===== src/hdl/axi_read_consts.svh =====
`ifndef AXI_READ_CONSTS_SVH
`define AXI_READ_CONSTS_SVH

// number of cache-side read ports (instruction, data).
`define NUM_PORTS 2

// bus widths.
`define ADDR_WIDTH 32
`define DATA_WIDTH 32
`define ID_WIDTH 4

// a cache line is four words, fetched as one burst of LINE_LEN + 1 beats.
`define LINE_WORDS 4
`define LINE_LEN 3

// AXI field codes.
`define BURST_INCR 1
`define SIZE_WORD 2

`endif


===== src/hdl/mem_pkg.sv =====
`include "axi_read_consts.svh"

package mem_pkg;

    typedef logic [`ADDR_WIDTH-1:0] addr_t;
    typedef logic [`DATA_WIDTH-1:0] word_t;
    typedef logic [$clog2(`NUM_PORTS)-1:0] port_idx_t;

    // the low two bits of a single-beat kind are its arsize code.
    typedef enum logic [2:0] {
        rd_byte = 3'd0,
        rd_half = 3'd1,
        rd_word = 3'd2,
        rd_line = 3'd4
    } rd_kind_t;

    typedef enum logic [1:0] {
        port_idle,
        port_pending,
        port_receiving
    } port_state_t;

    typedef enum logic {
        issue_free,
        issue_holding
    } issue_state_t;

endpackage


===== src/hdl/rd_req_if.sv =====
`timescale 1ns/1ns
`include "axi_read_consts.svh"

// one port's pending read, waiting for the arbiter.
interface rd_req_if;
    import mem_pkg::*;

    logic     valid;
    rd_kind_t kind;
    addr_t    addr;
    logic     accept;

    // kind and addr hold while valid is high, accept closes the request.
    modport port (
        output valid,
        output kind,
        output addr,
        input  accept
    );

    modport issue (
        input  valid,
        input  kind,
        input  addr,
        output accept
    );

endinterface


===== src/hdl/read_port.sv =====
`timescale 1ns/1ns
`include "axi_read_consts.svh"

module read_port (
    input  logic             aclk,
    input  logic             rst,

    input  logic             rd_req,
    input  mem_pkg::rd_kind_t rd_type,
    input  mem_pkg::addr_t   rd_addr,
    output logic             rd_rdy,
    output logic             ret_valid,
    output logic             ret_last,
    output mem_pkg::word_t   ret_data,

    input  logic             beat_valid,
    input  mem_pkg::word_t   beat_data,
    input  logic             beat_last,

    rd_req_if.port           req
);
    import mem_pkg::*;

    port_state_t state;
    rd_kind_t    kind_q;
    addr_t       addr_q;
    logic        take;

    assign take = rd_req && rd_rdy;

    assign req.valid = (state == port_pending);
    assign req.kind  = kind_q;
    assign req.addr  = addr_q;

    //////////////////////////////
    // request side
    //////////////////////////////

    // rd_rdy is a register so that it reads low all through reset.
    always_ff @(posedge aclk) begin
        if (rst) begin
            state  <= port_idle;
            rd_rdy <= 1'b0;
        end else begin
            case (state)
                port_idle: begin
                    if (take) begin
                        state  <= port_pending;
                        rd_rdy <= 1'b0;
                    end else begin
                        rd_rdy <= 1'b1;
                    end
                end
                port_pending: begin
                    if (req.accept) begin
                        state <= port_receiving;
                    end
                end
                port_receiving: begin
                    if (beat_valid && beat_last) begin
                        state <= port_idle;
                    end
                end
                default: state <= port_idle;
            endcase
        end
    end

    always_ff @(posedge aclk) begin
        if (take) begin
            kind_q <= rd_type;
            addr_q <= rd_addr;
        end
    end

    //////////////////////////////
    // return side
    //////////////////////////////

    always_ff @(posedge aclk) begin
        if (rst) begin
            ret_valid <= 1'b0;
            ret_last  <= 1'b0;
        end else begin
            ret_valid <= beat_valid && (state == port_receiving);
            ret_last  <= beat_valid && (state == port_receiving) && beat_last;
        end
    end

    always_ff @(posedge aclk) begin
        if (beat_valid) begin
            ret_data <= beat_data;
        end
    end

endmodule


===== src/flat_wrapper.sv =====
// flat-port wrapper written by rule: the top's interface ports become plain ports
module read_port_flat import mem_pkg::*;
  (aclk, rst, rd_req, rd_type, rd_addr, rd_rdy, ret_valid, ret_last, ret_data, beat_valid, beat_data, beat_last, req_valid, req_kind, req_addr, req_accept);
  rd_req_if req_i ();
  input  logic aclk;
  input  logic rst;
  input  logic rd_req;
  input  mem_pkg::rd_kind_t rd_type;
  input  mem_pkg::addr_t rd_addr;
  output logic rd_rdy;
  output logic ret_valid;
  output logic ret_last;
  output mem_pkg::word_t ret_data;
  input  logic beat_valid;
  input  mem_pkg::word_t beat_data;
  input  logic beat_last;
  output wire logic [$bits(req_i.valid)-1:0] req_valid;
  output wire logic [$bits(req_i.kind)-1:0] req_kind;
  output wire logic [$bits(req_i.addr)-1:0] req_addr;
  input wire logic [$bits(req_i.accept)-1:0] req_accept;
  assign req_valid = req_i.valid;
  assign req_kind = req_i.kind;
  assign req_addr = req_i.addr;
  assign req_i.accept = req_accept;
  read_port u_core (.aclk(aclk), .rst(rst), .rd_req(rd_req), .rd_type(rd_type), .rd_addr(rd_addr), .rd_rdy(rd_rdy), .ret_valid(ret_valid), .ret_last(ret_last), .ret_data(ret_data), .beat_valid(beat_valid), .beat_data(beat_data), .beat_last(beat_last), .req(req_i));
endmodule

===== config.mk =====
export PLATFORM = sky130hd
export DESIGN_NAME = read_port_flat
export DESIGN_NICKNAME = d
export VERILOG_FILES = /design/src/hdl/mem_pkg.sv /design/src/hdl/rd_req_if.sv /design/src/hdl/read_port.sv /design/src/flat_wrapper.sv
export VERILOG_INCLUDE_DIRS = /design/src /design/src/hdl
export SDC_FILE = /design/constraint.sdc
export NUM_CORES = 1
export LEC_CHECK = 0
export BUFFER_PORTS_ARGS = -buffer_cell sky130_fd_sc_hd__clkbuf_2
export CAP_MARGIN = 25
export CORE_ASPECT_RATIO = 1.2
export CORE_MARGIN = 10
export CORE_UTILIZATION = 40
export DETAILED_ROUTE_END_ITERATION = 8
export GPL_ROUTABILITY_DRIVEN = 0
export PLACE_DENSITY = 0.8
export SLEW_MARGIN = 0
export SYNTH_ARGS = -nofsm -noshare
export SYNTH_HDL_FRONTEND = slang
export SYNTH_SLANG_ARGS = --single-unit

===== constraint.sdc =====
create_clock -name aclk -period 1.88 [get_ports aclk]
set_input_delay 0.188 -clock aclk [delete_from_list [all_inputs] [get_ports aclk]]
set_output_delay 0.188 -clock aclk [all_outputs]
set_load 0.005 [all_outputs]

==> summary.md <==
| Metric | Value |
|---|---|
| Status | finished, final reports clean |
| Nets@finish | 314 |
| Highest metal used | met4 |
| Fill cells | 400 |
| Core Region | 0.00533 mm2 |
| Post-Place Cell Area | 0.00301 mm2 |
| Worst path bufs/invs | 1 |
| CTS sink cnt | 72 |
| CTS Root Cell | clkbuf_8 |
| Number of buffers created by CTS | 9 |
| Clock skew | around 0.0083 ns |
| Routed wl met3 | around 1100 um |
| Vias | 1396 |
| RSZ-0062 raised after global routing | false |
| Setup-failing EPs final | 0 |
| H-tree levels | 3 |
| Drt wl/cell | roughly 19 um |
| Worst Tran Pin Value | between 0.7 and 0.8 ns |
| Slowest stage delay, CP | between 0.4 and 0.5 ns |
| Worst Hold Launch | rd_addr[27] |
| Critical path arrival | 1.10 ns |
| Footprint of the multi-input gates | 90.1 um2 |
| Tot GR Track Use | 12.8% |
| Row cnt | 29 |
| Most used cells in the layout excluding fill and tap cells | 143 x clkbuf_2, 67 x edfxtp_1, 9 x clkbuf_8 |
| Detail Placement HPWL | roughly 4800 um |
| Max Slew Vio Count | 0 |
| Post-CTS sizing | 0 |
| Power Density | about 1100 mW/mm2 |
| Worst R2R Start | u_core.rd_rdy$_SDFFE_PP0N_ |
| Crit path max-delay family | flip-flops |
| Cells after synthesis | 86 |
| Worst rel slew slack | a little under half |
| WL final | roughly 5800 um |
| Seq/Total Area, Yosys | 95.7% |
| Crit end category | primary output |
| Ys Warns | 0 |
| Initial antenna violation count | 0 |
| CP Cell Sequence | and2b_2, clkbuf_2 |
| Largest net degree at the start of global routing | 36 |
| Post-CTS Setup Bufs | 0 |
| Post-DR vias/cell | 4.53 |
| Worst path slowest cell | dfxtp_1 |
| CP Data Required Time | 1.69 ns |
| Die area | 0.00890 mm2 |
| Fin util | 60.5% |
| Layout cell share with drive strength beyond 1 | between 60% and 70% |
| Grt ovf | 0 |
| Max clock buf depth | 2 |
| Synthesized area | around 0.0022 mm2 |
| Final non-filler cell area | 0.00323 mm2 |
| FF+latch area | 0.00211 mm2 |
| Peak supply drop | 0.582 mV |
| # IOs | 144 |
| Final hold viol count | 0 |
| Residual DRC | 0 |
| I/O Buffers | 143 |
| Clk Latency, worst-skew pair | 0.33 ns |
| Tmin final | 1.29 ns |
| Crit path launch type | flip-flop |
| DRT iter0 DRCs | 41 |
| Place WS | around 0.52 ns |
| Clk slew on worst S/H paths | about 0.080 ns |
| Layout area overhead | 46.3% |
| Crit path kind | reg2out |
| Metal1 wirelength | 1950 um |
| WL met2 | about 2600 um |
| Worst Hold End | u_core.req.addr[27]$_DFFE_PN_ |
| Commonest non-fill, non-tap cell in the layout | clkbuf_2 |
| Fin worst setup slack | 0.592 ns |
| Fin Setup TNS | 0 ns |
| Post-DRT Antenna Nets | 0 |
| Starting Density | about two fifths |
| Yosys cell types | 13 |
| Chip Width | 87.8 um |
| Worst reg2reg path depth | 3 |
| First-pass GRT wire length | around 8400 um |
| DR pass1 iterations | 4 |
| Maximum clock frequency | 0.777 GHz |
| N_diodes | 0 |
| TritonCTS clock tree | built |
| CP Max Fanout | 6 |
| Die Height | 101 um |
| Tcrit/Tclk final | 68.5% |
| Max Cap Viol | 0 |
| Avg Inst Size Synth | 25.6 um2 |
| # hold bufs at CTS | 0 |
| Register bit count reported by yosys | 72 |
| Min-Delay Path Class | in2reg |
| Worst r2r dst | u_core.req.addr[29]$_DFFE_PN_ |
| Worst Hold Depth | 1 |
| Leakage power | 1.42 nW |
| Post-Syn Nets | 159 |
| R2R setup slack | 0.64 ns |
| Vias in the first global route | 1445 |
==> synth_stat cells (all sizes together) <==
master,n,share of area [%]
mux2,1,0.51
and2b,1,0.40
edfxtp,67,91
nor3,1,0.45
nor4b,1,0.40
inv,1,0.17
dfxtp,5,4.5
and4bb,1,0.57
nand2,3,0.51
a21oi,1,0.23
nand3b,1,0.34
a211oi,1,0.34
nor2,2,0.34
==> logic make-up after synthesis <==
group | count (synthesis) | synth area share [%]
and+or+nand+nor | 10 | 3.01
muxes | 1 | 0.510
AOI/OAI and AO/OA | 2 | 0.567
buffers and inverters | 1 | 0.170
DFF | 72 | 95.7
==> sequential cells by signal (all words and copies together), names as in the netlist <==
| register | count |
|---|---|
| u_core.rd_rdy | 1 |
| u_core.req.addr | 32 |
| u_core.req.kind | 3 |
| u_core.ret_data | 32 |
| u_core.state | 2 |
| u_core.ret_last | 1 |
| u_core.ret_valid | 1 |
==> how the worst max path moves through the flow <==
stage | startpoint | end | slack [ns] | cells after the start
final | u_core.state[1]$_SDFFE_PP0P_ | req_valid | 0.59 | 2
after global routing | u_core.rd_rdy$_SDFFE_PP0N_ | u_core.req.addr[29]$_DFFE_PN_ | 0.51 | 3
after CTS | u_core.state[1]$_SDFFE_PP0P_ | req_valid | 0.56 | 2
after detailed placement | beat_valid | u_core.ret_last$_SDFF_PP0_ | 0.52 | 3
after global placement | beat_valid | u_core.ret_last$_SDFF_PP0_ | 0.62 | 3
after floorplan | u_core.rd_rdy$_SDFFE_PP0N_ | u_core.req.addr[0]$_DFFE_PN_ | 0.37 | 2
==> report_power, final <==
part,internal [mW],switching [mW],total (mW)
sequential,1.86,0.0286,1.89
clock,0.754,0.554,1.31
combinational,0.120,0.116,0.236
==> area by class of cell <==
type                            count  area share, %
Tap cell                           62           2.40
Sequential cell                    72           65.5
Inverter                            1          0.116
Clock inverter                      6           2.87
Timing Repair Buffer              144           22.4
Clock buffer                       10           3.96
Multi-Input combinational cell     13           2.79
==> worst register-to-register path: stages (launching register included) <==
cell     delay (ns)
dfxtp_1        0.36
nand2_1        0.08
inv_1          0.07
buf_4          0.37
==> stage by stage <==
step	hold WS (ns)	std cells	power (mW)
2_1_floorplan	0.257	86	1.97
3_3_place_gp	0.365	292	2.17
3_5_place_dp	0.367	292	2.18
4_1_cts	0.00427	308	3.49
5_1_grt	0.000725	308	3.59
6_report	0.0264	308	3.44
==> per-layer routing <==
| layer | track usage (%) | vias to the layer above |
|---|---|---|
| li1 | - | 649 |
| met1 | 13.2 | 634 |
| met2 | 19.2 | 108 |
| met3 | 8.59 | 5 |
| met4 | 7.37 | 0 |
| met5 | 0 | - |
Note: power is estimated with default switching activity, not from simulation.
