==> config.mk <==
export PLATFORM = sky130hd
export DESIGN_NAME = r_dispatch
export DESIGN_NICKNAME = d
export VERILOG_FILES = /design/src/hdl/axi_pkg.sv /design/src/hdl/mem_pkg.sv /design/src/hdl/r_dispatch.sv
export VERILOG_INCLUDE_DIRS = /design/src /design/src/hdl
export SDC_FILE = /design/constraint.sdc
export NUM_CORES = 1
export LEC_CHECK = 0
export ABC_AREA = 0
export BUFFER_PORTS_ARGS = -buffer_cell sky130_fd_sc_hd__buf_4
export CAP_MARGIN = 25
export CORE_ASPECT_RATIO = 0.7
export CORE_MARGIN = 10
export CORE_UTILIZATION = 39
export CTS_CLUSTER_SIZE = 30
export DETAILED_ROUTE_END_ITERATION = 10
export PLACE_DENSITY = 0.77
export SETUP_SLACK_MARGIN = 0.05
export SLEW_MARGIN = 20
export SYNTH_ARGS = -nofsm -noshare
export SYNTH_HDL_FRONTEND = slang
export SYNTH_SLANG_ARGS = --single-unit
export TNS_END_PERCENT = 30
==> constraint.sdc <==
create_clock -name aclk -period 1.8 [get_ports aclk]
set_input_delay 0.36 -clock aclk [delete_from_list [all_inputs] [get_ports aclk]]
set_output_delay 0.36 -clock aclk [all_outputs]
set_load 0.05 [all_outputs]
==> src/hdl/axi_read_consts.svh <==
`ifndef AXI_READ_CONSTS_SVH
`define AXI_READ_CONSTS_SVH

// number of cache-side read ports (instruction, data).
`define NUM_PORTS 2

// bus widths.
`define ADDR_WIDTH 32
`define DATA_WIDTH 32
`define ID_WIDTH 4

// a cache line is four words, fetched as one burst of LINE_LEN + 1 beats.
`define LINE_WORDS 4
`define LINE_LEN 3

// AXI field codes.
`define BURST_INCR 1
`define SIZE_WORD 2

`endif

==> src/hdl/axi_pkg.sv <==
`include "axi_read_consts.svh"

package axi_pkg;

    // transaction id, carries the port number.
    typedef logic [`ID_WIDTH-1:0] axi_id_t;

    // burst length minus one.
    typedef logic [7:0] axi_len_t;

    // bytes per beat, as a power of two.
    typedef logic [2:0] axi_size_t;

    typedef logic [1:0] axi_burst_t;

endpackage

==> src/hdl/mem_pkg.sv <==
`include "axi_read_consts.svh"

package mem_pkg;

    typedef logic [`ADDR_WIDTH-1:0] addr_t;
    typedef logic [`DATA_WIDTH-1:0] word_t;
    typedef logic [$clog2(`NUM_PORTS)-1:0] port_idx_t;

    // the low two bits of a single-beat kind are its arsize code.
    typedef enum logic [2:0] {
        rd_byte = 3'd0,
        rd_half = 3'd1,
        rd_word = 3'd2,
        rd_line = 3'd4
    } rd_kind_t;

    typedef enum logic [1:0] {
        port_idle,
        port_pending,
        port_receiving
    } port_state_t;

    typedef enum logic {
        issue_free,
        issue_holding
    } issue_state_t;

endpackage

==> src/hdl/r_dispatch.sv <==
`timescale 1ns/1ns
`include "axi_read_consts.svh"

module r_dispatch (
    input  logic                  aclk,
    input  logic                  rst,

    input  axi_pkg::axi_id_t      rid,
    input  mem_pkg::word_t        rdata,
    input  logic                  rlast,
    input  logic                  rvalid,
    output logic                  rready,

    output logic [`NUM_PORTS-1:0] beat_valid,
    output mem_pkg::word_t        beat_data,
    output logic                  beat_last
);
    import axi_pkg::*;

    logic take;

    assign take = rvalid && rready;

    // the ports never stall a beat, so rready stays high out of reset.
    always_ff @(posedge aclk) begin
        if (rst) begin
            rready     <= 1'b0;
            beat_valid <= '0;
        end else begin
            rready <= 1'b1;
            for (int i = 0; i < `NUM_PORTS; i++) begin
                beat_valid[i] <= take && (rid == axi_id_t'(i));
            end
        end
    end

    //////////////////////////////
    // beat payload
    //////////////////////////////

    // data and last are shared, beat_valid picks the port that owns them.
    always_ff @(posedge aclk) begin
        if (take) begin
            beat_data <= rdata;
            beat_last <= rlast;
        end
    end

endmodule

==> flow_summary_export.csv, run 1 <==
group,metric,value,unit
cts,h-tree-depth,2,
finish,final_util,71.6,%
drt,vias,681,
drt,drc,0,
finish,area_delta_synth_final,68.1,%
pwr,pwr-share-seq,50.3,%
hold_path,hold_class,"in -> reg",
pwr,finalPower,1910,uW
sta,finalCritPeriodShare,71.2,%
pwr,p_leak,0.000776,uW
global_routing,antenna_found_initial,0,
finish,drive_above_1_share,68.3,%
cts,clock-sinks,36,
finish,diodes,0,
synthesis,postSynth.asyncResetShare,0,%
place,dp_slack,0.361,ns
floorplan,rows,15,
setup_path,crit_path_end_kind,"flop",
run_status,status,"complete, no violations",
pwr,power_density,1040,nW/um^2
sta,period_minus_slack,1.28,ns
floorplan,core,2570,um^2
floorplan,die_w,83.3,um
finish,multi_input_area,36.3,um^2
global_routing,met1_usage,9.63,%
global_routing,use_met3,10.4,%
drt,drt_iter0_markers,33,
setup_path,required,1.83,ns
pwr,power.switching,415,uW
sta,setup_viol,0,
cts,cts_resized,0,
pwr,combPwrFrac,13.0,%
global_routing,grt_pass1_wl,4420,um
global_routing,grt-ovfl-total,0,
cts,clkLatencyLatePin,0.27,ns
floorplan,initial_core_util,42.6,%
setup_path,cp.arrival,1.31,ns
global_routing,grt_max_degree,24,
synthesis,synth_cells,42,
sta,slew_viol_final,0,
synthesis,ys_seq_area_share,96.0,%
cts,cts_tree,"yes",
setup_path,path_max_fanout,23,
drt,routed_via_density,4.26,
synthesis,ys_seq_elements,36,
pwr,p_clk_share,36.6,%
floorplan,design.die.area,5360,um^2
synthesis,synth_edf_count,33,
drt,routed_wirelength,2820,um
sta,hold_viol,0,
synthesis,syn_area_per_cell,26.1,um^2
global_routing,met2_usage,17.0,%
sta,timing.slew.headroom,80.5,%
drt,drtAntennaViolNets,0,
sta,grt_setup_unrepaired,"false",
finish,final.fill_count,169,
global_routing,busiest_layer,"met2",
synthesis,syn-num-nets,82,
cts,cts-root-buf,"clkbuf_8",
synthesis,netlist_top_cells_count,"edfxtp_1 (33), dfxtp_1 (3), inv_1 (2)",
synthesis,yosys_warnings,0,
global_routing,grtUsageTotal,10.7,%
sta,worstMarginPinSlew,0.289,ns
setup_path,cp-start-kind,"flop",
cts,cts_buffers,5,
sta,setup_tns,0,ns
flow_run,drv_cap,0,
cts,path_clk_slew,0.07,ns
global_routing,grt_pass1_vias,779,
synthesis,synth.top_cell.area_share,90.5,%
pwr,intPower,1490,uW
sta,setup_ws,0.518,ns
synthesis,syn_area,1090,um^2
drt,drt-pass1-iter-count,2,
synthesis,synthFlopType,"edfxtp_1",
synthesis,synth.distinct_cells,7,
synthesis,synth_top_area_cell,"edfxtp_1",
synthesis,ys_top_cells_by_area,"edfxtp_1 (91%), dfxtp_1 (5.5%), nor4b_2 (1.4%)",
synthesis,yosysMostFrequentCell,"edfxtp_1",
floorplan,ioPinCount,76,
setup_path,path_class,"reg -> reg",
cts,cts_buffer_depth,2,
cts,postCtsSetupRepairBufs,0,
place,portBuffers,75,
pwr,ir_worst_vdd,0.585,mV
finish,nets,165,
sta,fmax,0.780,GHz
place,place.gp.congestion,0.686,
cts,cts_hold_buf,0,
floorplan,die_h,64.3,um
finish,seq_area,1050,um^2
drt,wire_per_inst,17.6,um
pwr,swShare,21.7,%
sta,fin_skew,0.00604,ns
[cells in the final DEF (no fill, tap or decap)]
master and count:
edfxtp_1 33, or3_4 1, nor4b_2 1, bufinv_16 1
clkbuf_8 6, clkinvlp_4 1, clkinv_1 1, nor4_1 1
buf_12 1, nand2_1 1, inv_1 1, dfxtp_1 3
buf_4 75
[power by group through the flow]
stage | clock, uW | sequential, uW | combinational [uW]
after global routing | 764 | 964 | 261
after detailed placement | 0 | 979 | 253
after floorplan | 0 | 1090 | 15.1
after global placement | 0 | 977 | 249
final | 700 | 961 | 249
after CTS | 716 | 961 | 253
[state kept, by name (all words and copies together) (netlist names)]
| name | flops |
|---|---|
| beat_last | 1 |
| beat_valid | 2 |
| beat_data | 32 |
| rready | 1 |
[routing by layer]
| layer | vias to the layer above | part of all wire, % |
|---|---|---|
| met4 | 0 | 0.57 |
| met3 | 2 | 18 |
| met5 | - | 0 |
| met2 | 48 | 48 |
| li1 | 327 | - |
| met1 | 304 | 33 |
[stage by stage]
step / area (um^2) / cells / hold WS, ns
finish: 1840 / 160 / 0.259
floorplan: 1100 / 42 / 0.417
CTS: 1840 / 160 / 0.251
global route: 1840 / 160 / 0.235
detailed placement: 1720 / 152 / 0.539
global placement: 1720 / 152 / 0.532
[worst max-delay path: stages, from the launching register on]
cell	delay, ns
dfxtp_1	0.32
nand2_1	0.16
clkinvlp_4	0.29
buf_12	0.25
[path summary, 6_finish.rpt]
| path | endpoint | depth (start not counted) | start | slack [ns] |
|---|---|---|---|---|
| setup / recovery | beat_data[15]$_DFFE_PP_ | 3 | rready$_DFF_P_ | 0.52 |
| hold / removal | beat_data[25]$_DFFE_PP_ | 1 | rdata[25] | 0.26 |
| setup reg to reg | beat_data[15]$_DFFE_PP_ | 3 | rready$_DFF_P_ | 0.52 |
| hold reg to reg | beat_valid[1]$_SDFF_PP0_ | 2 | rready$_DFF_P_ | 0.60 |
[cell families after synthesis]
group / count (synthesis) / synth area share (%)
buffers and inverters: 2 / 0.686
and+or+nand+nor: 4 / 3.31
DFF: 36 / 96.0
[final cells by class]
| type | instances | area share, % |
|---|---|---|
| Inverter | 2 | 0.612 |
| Tap cell | 34 | 2.31 |
| Clock inverter | 2 | 1.84 |
| Sequential cell | 36 | 57.1 |
| Timing Repair Buffer | 76 | 31.7 |
| Clock buffer | 6 | 4.49 |
| Multi-Input combinational cell | 4 | 1.97 |
No activity file was read; power rests on OpenSTA's default activity.
==> inputs of run 2 (changes only) <==
==> constraint.sdc (replaced) <==
create_clock -name aclk -period 1.3 [get_ports aclk]
set_input_delay 0.26 -clock aclk [delete_from_list [all_inputs] [get_ports aclk]]
set_output_delay 0.26 -clock aclk [all_outputs]
set_load 0.05 [all_outputs]
==> run 2 against run 1 <==
Count of clock-buffer cells in the layout did not move. Cell count is the same. Clock skew down 0.0038 ns. Sequential power up 38%. Largest power group unchanged. Highest routed layer unchanged.
==> flow_summary_export.csv, run 2 (synthesis results as in run 1) <==
group,metric,value,unit
run_status,status,"complete, no violations",
setup_path,cpLargestDelayFamily,"flip-flops",
place,dp_cells,153,
setup_path,slowest_stage,"edfxtp_1",
pwr,combPwrFrac,14.7,%
finish,final_cell_mix,"buf_4 (76), edfxtp_1 (33), clkbuf_8 (5)",
drt,drc,0,
setup_path,reg2reg_slack,0.32,ns
global_routing,grt_max_degree,23,
floorplan,core,2570,um^2
drt,routed_wirelength,2620,um
floorplan,design.die.area,5360,um^2
global_routing,grt_pass1_wl,3900,um
pwr,p_leak,0.000768,uW
sta,setup_tns,0,ns
cts,cts_hold_buf,0,
cts,cts-root-buf,"clkbuf_8",
sta,fin_skew,0.00226,ns
finish,instances_no_fill,160,
cts,path_clk_slew,0.06,ns
cts,h-tree-depth,2,
flow_run,drv_cap,0,
cts,cts_tree,"yes",
finish,final.fill_count,175,
finish,drive_above_1_share,69.8,%
sta,worstMarginPinSlew,0.219,ns
sta,fmax,0.895,GHz
floorplan,initial_core_util,42.6,%
cts,cts_resized,0,
global_routing,grt-ovfl-total,0,
setup_path,crit_buf_inv,1,
sta,timing.slew.headroom,85.3,%
sta,setup_viol,0,
drt,drt_iter0_markers,27,
sta,finalCritPeriodShare,86.0,%
floorplan,die_w,83.3,um
sta,slew_viol_final,0,
sta,hold_viol,0,
sta,period_minus_slack,1.12,ns
cts,cts_buffer_depth,2,
floorplan,rows,15,
place,hpwl,2210,um
hold_path,hold_class,"in -> reg",
place,dp_slack,0.253,ns
drt,drtAntennaViolNets,0,
setup_path,rr_startpoint,"rready$_DFF_P_",
pwr,intPower,1820,uW
global_routing,grtUsageTotal,9.51,%
floorplan,die_h,64.3,um
pwr,swShare,23.2,%
finish,nets,166,
pwr,ir_worst_vdd,0.843,mV
place,portBuffers,75,
cts,cts_buffers,5,
global_routing,grt_pass1_vias,762,
setup_path,path_cells,"buf_4",
floorplan,ioPinCount,76,
finish,largest-register,"beat_data",
hold_path,hp-start,"rid[0]",
cts,postCtsSetupRepairBufs,0,
setup_path,path_max_fanout,1,
place,place.gp.congestion,0.721,
finish,largest_register_ffs,32,
pwr,pwr-share-seq,56.2,%
cts,clock-sinks,36,
sta,grt_setup_unrepaired,"false",
drt,drt-pass1-iter-count,3,
global_routing,antenna_found_initial,0,
setup_path,cp.arrival,0.86,ns
setup_path,cp-start-kind,"flop",
drt,vias,686,
sta,holdWs,0.153,ns
setup_path,required,1.04,ns
setup_path,path_class,"reg -> out",
finish,area_delta_synth_final,66.3,%
setup_path,startpoint,"beat_data[4]$_DFFE_PP_",
pwr,finalPower,2370,uW
sta,setup_ws,0.182,ns
finish,layout_commonest_cell,"buf_4",
pwr,power_density,1300,nW/um^2
pwr,p_clk_share,29.2,%
cts,clkLatencyLatePin,0.27,ns
setup_path,crit_path_end_kind,"output port",
drt,wire_per_inst,16.4,um
finish,diodes,0,
pwr,power.switching,550,uW
finish,top_regs,"beat_data x32, beat_valid x2",
drt,routed_via_density,4.29,
setup_path,slowest_delay,0.38,ns
## run 2: final timing paths
kind / to / cells past startpoint
max reg2reg: beat_data[14]$_DFFE_PP_ / 3
min reg2reg: beat_valid[1]$_SDFF_PP0_ / 2
min: beat_valid[0]$_SDFF_PP0_ / 2
max: beat_data[4] / 1
## run 2: stage by stage
step           instance area (um^2)  util [%]
3_3_place_gp                   1740      67.8
6_report                       1820      70.8
3_5_place_dp                   1740      67.8
5_1_grt                        1820      70.8
2_1_floorplan                  1110         -
4_1_cts                        1820      70.8
## run 2: routing by layer
metal | vias up | part of all wire (%) | GRT usage (%) | wire (um)
met5 | - | 0 | 0 | 0
met1 | 297 | 38 | 9.32 | 997
met2 | 56 | 42 | 13.8 | 1100
met4 | 0 | 0.57 | 3.18 | 15
met3 | 3 | 19 | 9.24 | 508
li1 | 330 | - | - | -
## run 2: power by group through the flow
stage,clock network (uW),logic (uW),registers (uW)
4_1_cts,713,353,1330
2_1_floorplan,0,21.8,1510
6_report,690,348,1330
3_5_place_dp,0,352,1360
3_3_place_gp,0,348,1350
5_1_grt,765,365,1330
## run 2: area by class of cell
type | instances | area [um^2] | share of cell area (%)
Sequential cell | 36 | 1050 | 57.9
Timing Repair Buffer | 77 | 591 | 32.4
Clock buffer | 6 | 72.6 | 3.99
Multi-Input combinational cell | 4 | 43.8 | 2.41
Tap cell | 34 | 42.5 | 2.34
Inverter | 2 | 11.3 | 0.619
Clock inverter | 1 | 5.00 | 0.275
==> inputs of run 3 (changes only) <==
--- a/config.mk
+++ b/config.mk
@@ -9,7 +9,7 @@
 export ABC_AREA = 0
 export BUFFER_PORTS_ARGS = -buffer_cell sky130_fd_sc_hd__buf_4
 export CAP_MARGIN = 25
-export CORE_ASPECT_RATIO = 0.7
+export CORE_ASPECT_RATIO = 1.4
 export CORE_MARGIN = 10
 export CORE_UTILIZATION = 39
 export CTS_CLUSTER_SIZE = 30
==> run 3 against run 2 <==
Non-clock buffer count down 1. Cell count up 0.63%. Sequential share of layout area up 1.2 points. Total power down 8.3%. Flip-flop and latch count unchanged. Highest routed layer unchanged. Critical endpoint is now beat_data[7]. Critical path depth unchanged. Design area down 2.1%. Via count up 3.4%. Largest power group unchanged. Critical path type unchanged. Die area about the same. Global-route usage up 1.3 points. Worst hold slack worse by 0.050 ns.
==> flow_summary_export.csv, run 3 (synthesis results as in run 1) <==
group,metric,value,unit
sta,setup_viol,0,
drt,drc,0,
pwr,p_clk_share,22.9,%
cts,clock-sinks,36,
global_routing,grt_pass1_vias,785,
setup_path,startpoint,"beat_data[7]$_DFFE_PP_",
finish,final_cell_mix,"buf_4 (75), edfxtp_1 (33), clkbuf_4 (5)",
setup_path,rr_startpoint,"rready$_DFF_P_",
floorplan,rows,22,
setup_path,path_max_fanout,1,
sta,holdWs,0.103,ns
global_routing,grt_max_degree,34,
drt,vias,709,
setup_path,cpLargestDelayFamily,"flip-flops",
setup_path,crit_buf_inv,1,
global_routing,met1_usage,8.54,%
finish,area_delta_synth_final,62.9,%
floorplan,design.die.area,5360,um^2
sta,slew_viol_final,0,
finish,largest_register_ffs,32,
cts,cts_tree,"yes",
pwr,power_density,1220,nW/um^2
finish,final_util,66.8,%
setup_path,cp-start-kind,"flop",
global_routing,grt-ovfl-total,0,
sta,timing.slew.headroom,84.5,%
setup_path,slowest_stage,"edfxtp_1",
cts,postCtsSetupRepairBufs,0,
global_routing,use_met3,8.89,%
drt,drt-pass1-iter-count,3,
place,portBuffers,75,
cts,clkLatencyLatePin,0.32,ns
finish,top_regs,"beat_data x32, beat_valid x2",
pwr,power.switching,531,uW
cts,cts_resized,0,
cts,cts_hold_buf,0,
sta,worstMarginPinSlew,0.231,ns
drt,wire_per_inst,16.4,um
sta,period_minus_slack,1.17,ns
cts,cts_buffer_depth,2,
drt,drt_iter0_markers,17,
pwr,ir_worst_vdd,0.862,mV
run_status,status,"complete, no violations",
drt,drtAntennaViolNets,0,
floorplan,ioPinCount,76,
pwr,combPwrFrac,15.9,%
finish,layout_commonest_cell,"buf_4",
cts,cts-root-buf,"clkbuf_4",
drt,routed_wirelength,2650,um
finish,nets,165,
place,place.gp.congestion,0.685,
sta,hold_viol,0,
sta,fin_skew,0.00800,ns
floorplan,core,2670,um^2
sta,fmax,0.852,GHz
hold_path,hold_class,"in -> reg",
cts,h-tree-depth,2,
pwr,pwr-share-seq,61.2,%
global_routing,busiest_layer,"met2",
floorplan,initial_core_util,41.0,%
floorplan,die_w,64.8,um
global_routing,grt_pass1_wl,4130,um
global_routing,grtUsageTotal,10.8,%
finish,drive_above_1_share,68.8,%
global_routing,antenna_found_initial,0,
sta,finalCritPeriodShare,90.2,%
finish,largest-register,"beat_data",
setup_path,crit_path_end_kind,"output port",
pwr,p_leak,0.000748,uW
setup_path,slowest_delay,0.39,ns
setup_path,path_class,"reg -> out",
pwr,swShare,24.5,%
cts,path_clk_slew,0.09,ns
finish,diodes,0,
setup_path,cp.arrival,0.91,ns
sta,grt_setup_unrepaired,"false",
cts,cts_buffers,5,
setup_path,path_cells,"buf_4",
setup_path,required,1.04,ns
flow_run,drv_cap,0,
pwr,intPower,1640,uW
hold_path,hp-start,"rst",
drt,routed_via_density,4.40,
global_routing,met2_usage,18.7,%
floorplan,die_h,82.7,um
## run 3: cell types whose count changed in the layout (fill, tap and decap cells not counted), sizes merged
cell and change:
clkinv +1, buf -1, clkbuf -1
## run 3: layout make-up
cell class	instances	area, um^2
fill	181	887
clock inverter	2	7.51
multi-input combinational	4	43.8
inverter	2	11.3
clock buffer	5	37.5
sequential	36	1050
tap	36	45.0
timing repair buffer	76	583
## run 3: power by group through the flow
| stage | sequential (uW) | clock [uW] | combinational, uW |
|---|---|---|---|
| after floorplan | 1510 | 0 | 21.8 |
| after global placement | 1350 | 0 | 346 |
| after detailed placement | 1350 | 0 | 349 |
| after CTS | 1330 | 516 | 350 |
| after global routing | 1330 | 589 | 363 |
| final | 1330 | 498 | 345 |
## run 3: final timing paths
check | endpoint | slack, ns | cells after the start
max reg2reg | beat_data[18]$_DFFE_PP_ | 0.31 | 3
min reg2reg | beat_valid[1]$_SDFF_PP0_ | 0.52 | 2
min | rready$_DFF_P_ | 0.10 | 2
max | beat_data[7] | 0.13 | 1
## run 3: per-layer routing
metal,share of wire [%],up-vias
met5,0,-
met3,15,7
met1,29,328
li1,-,328
met4,1.7,0
met2,54,46
## run 3: through the flow
| step | area (um^2) | cells | power [uW] | setup TNS, ns | worst slack (ns) |
|---|---|---|---|---|---|
| after floorplan | 1110 | 42 | 1530 | -0.547 | -0.0166 |
| after global placement | 1740 | 154 | 1700 | 0 | 0.280 |
| after detailed placement | 1740 | 154 | 1700 | 0 | 0.241 |
| after CTS | 1780 | 161 | 2190 | 0 | 0.106 |
| after global routing | 1780 | 161 | 2280 | 0 | 0.0638 |
| final | 1780 | 161 | 2170 | 0 | 0.127 |
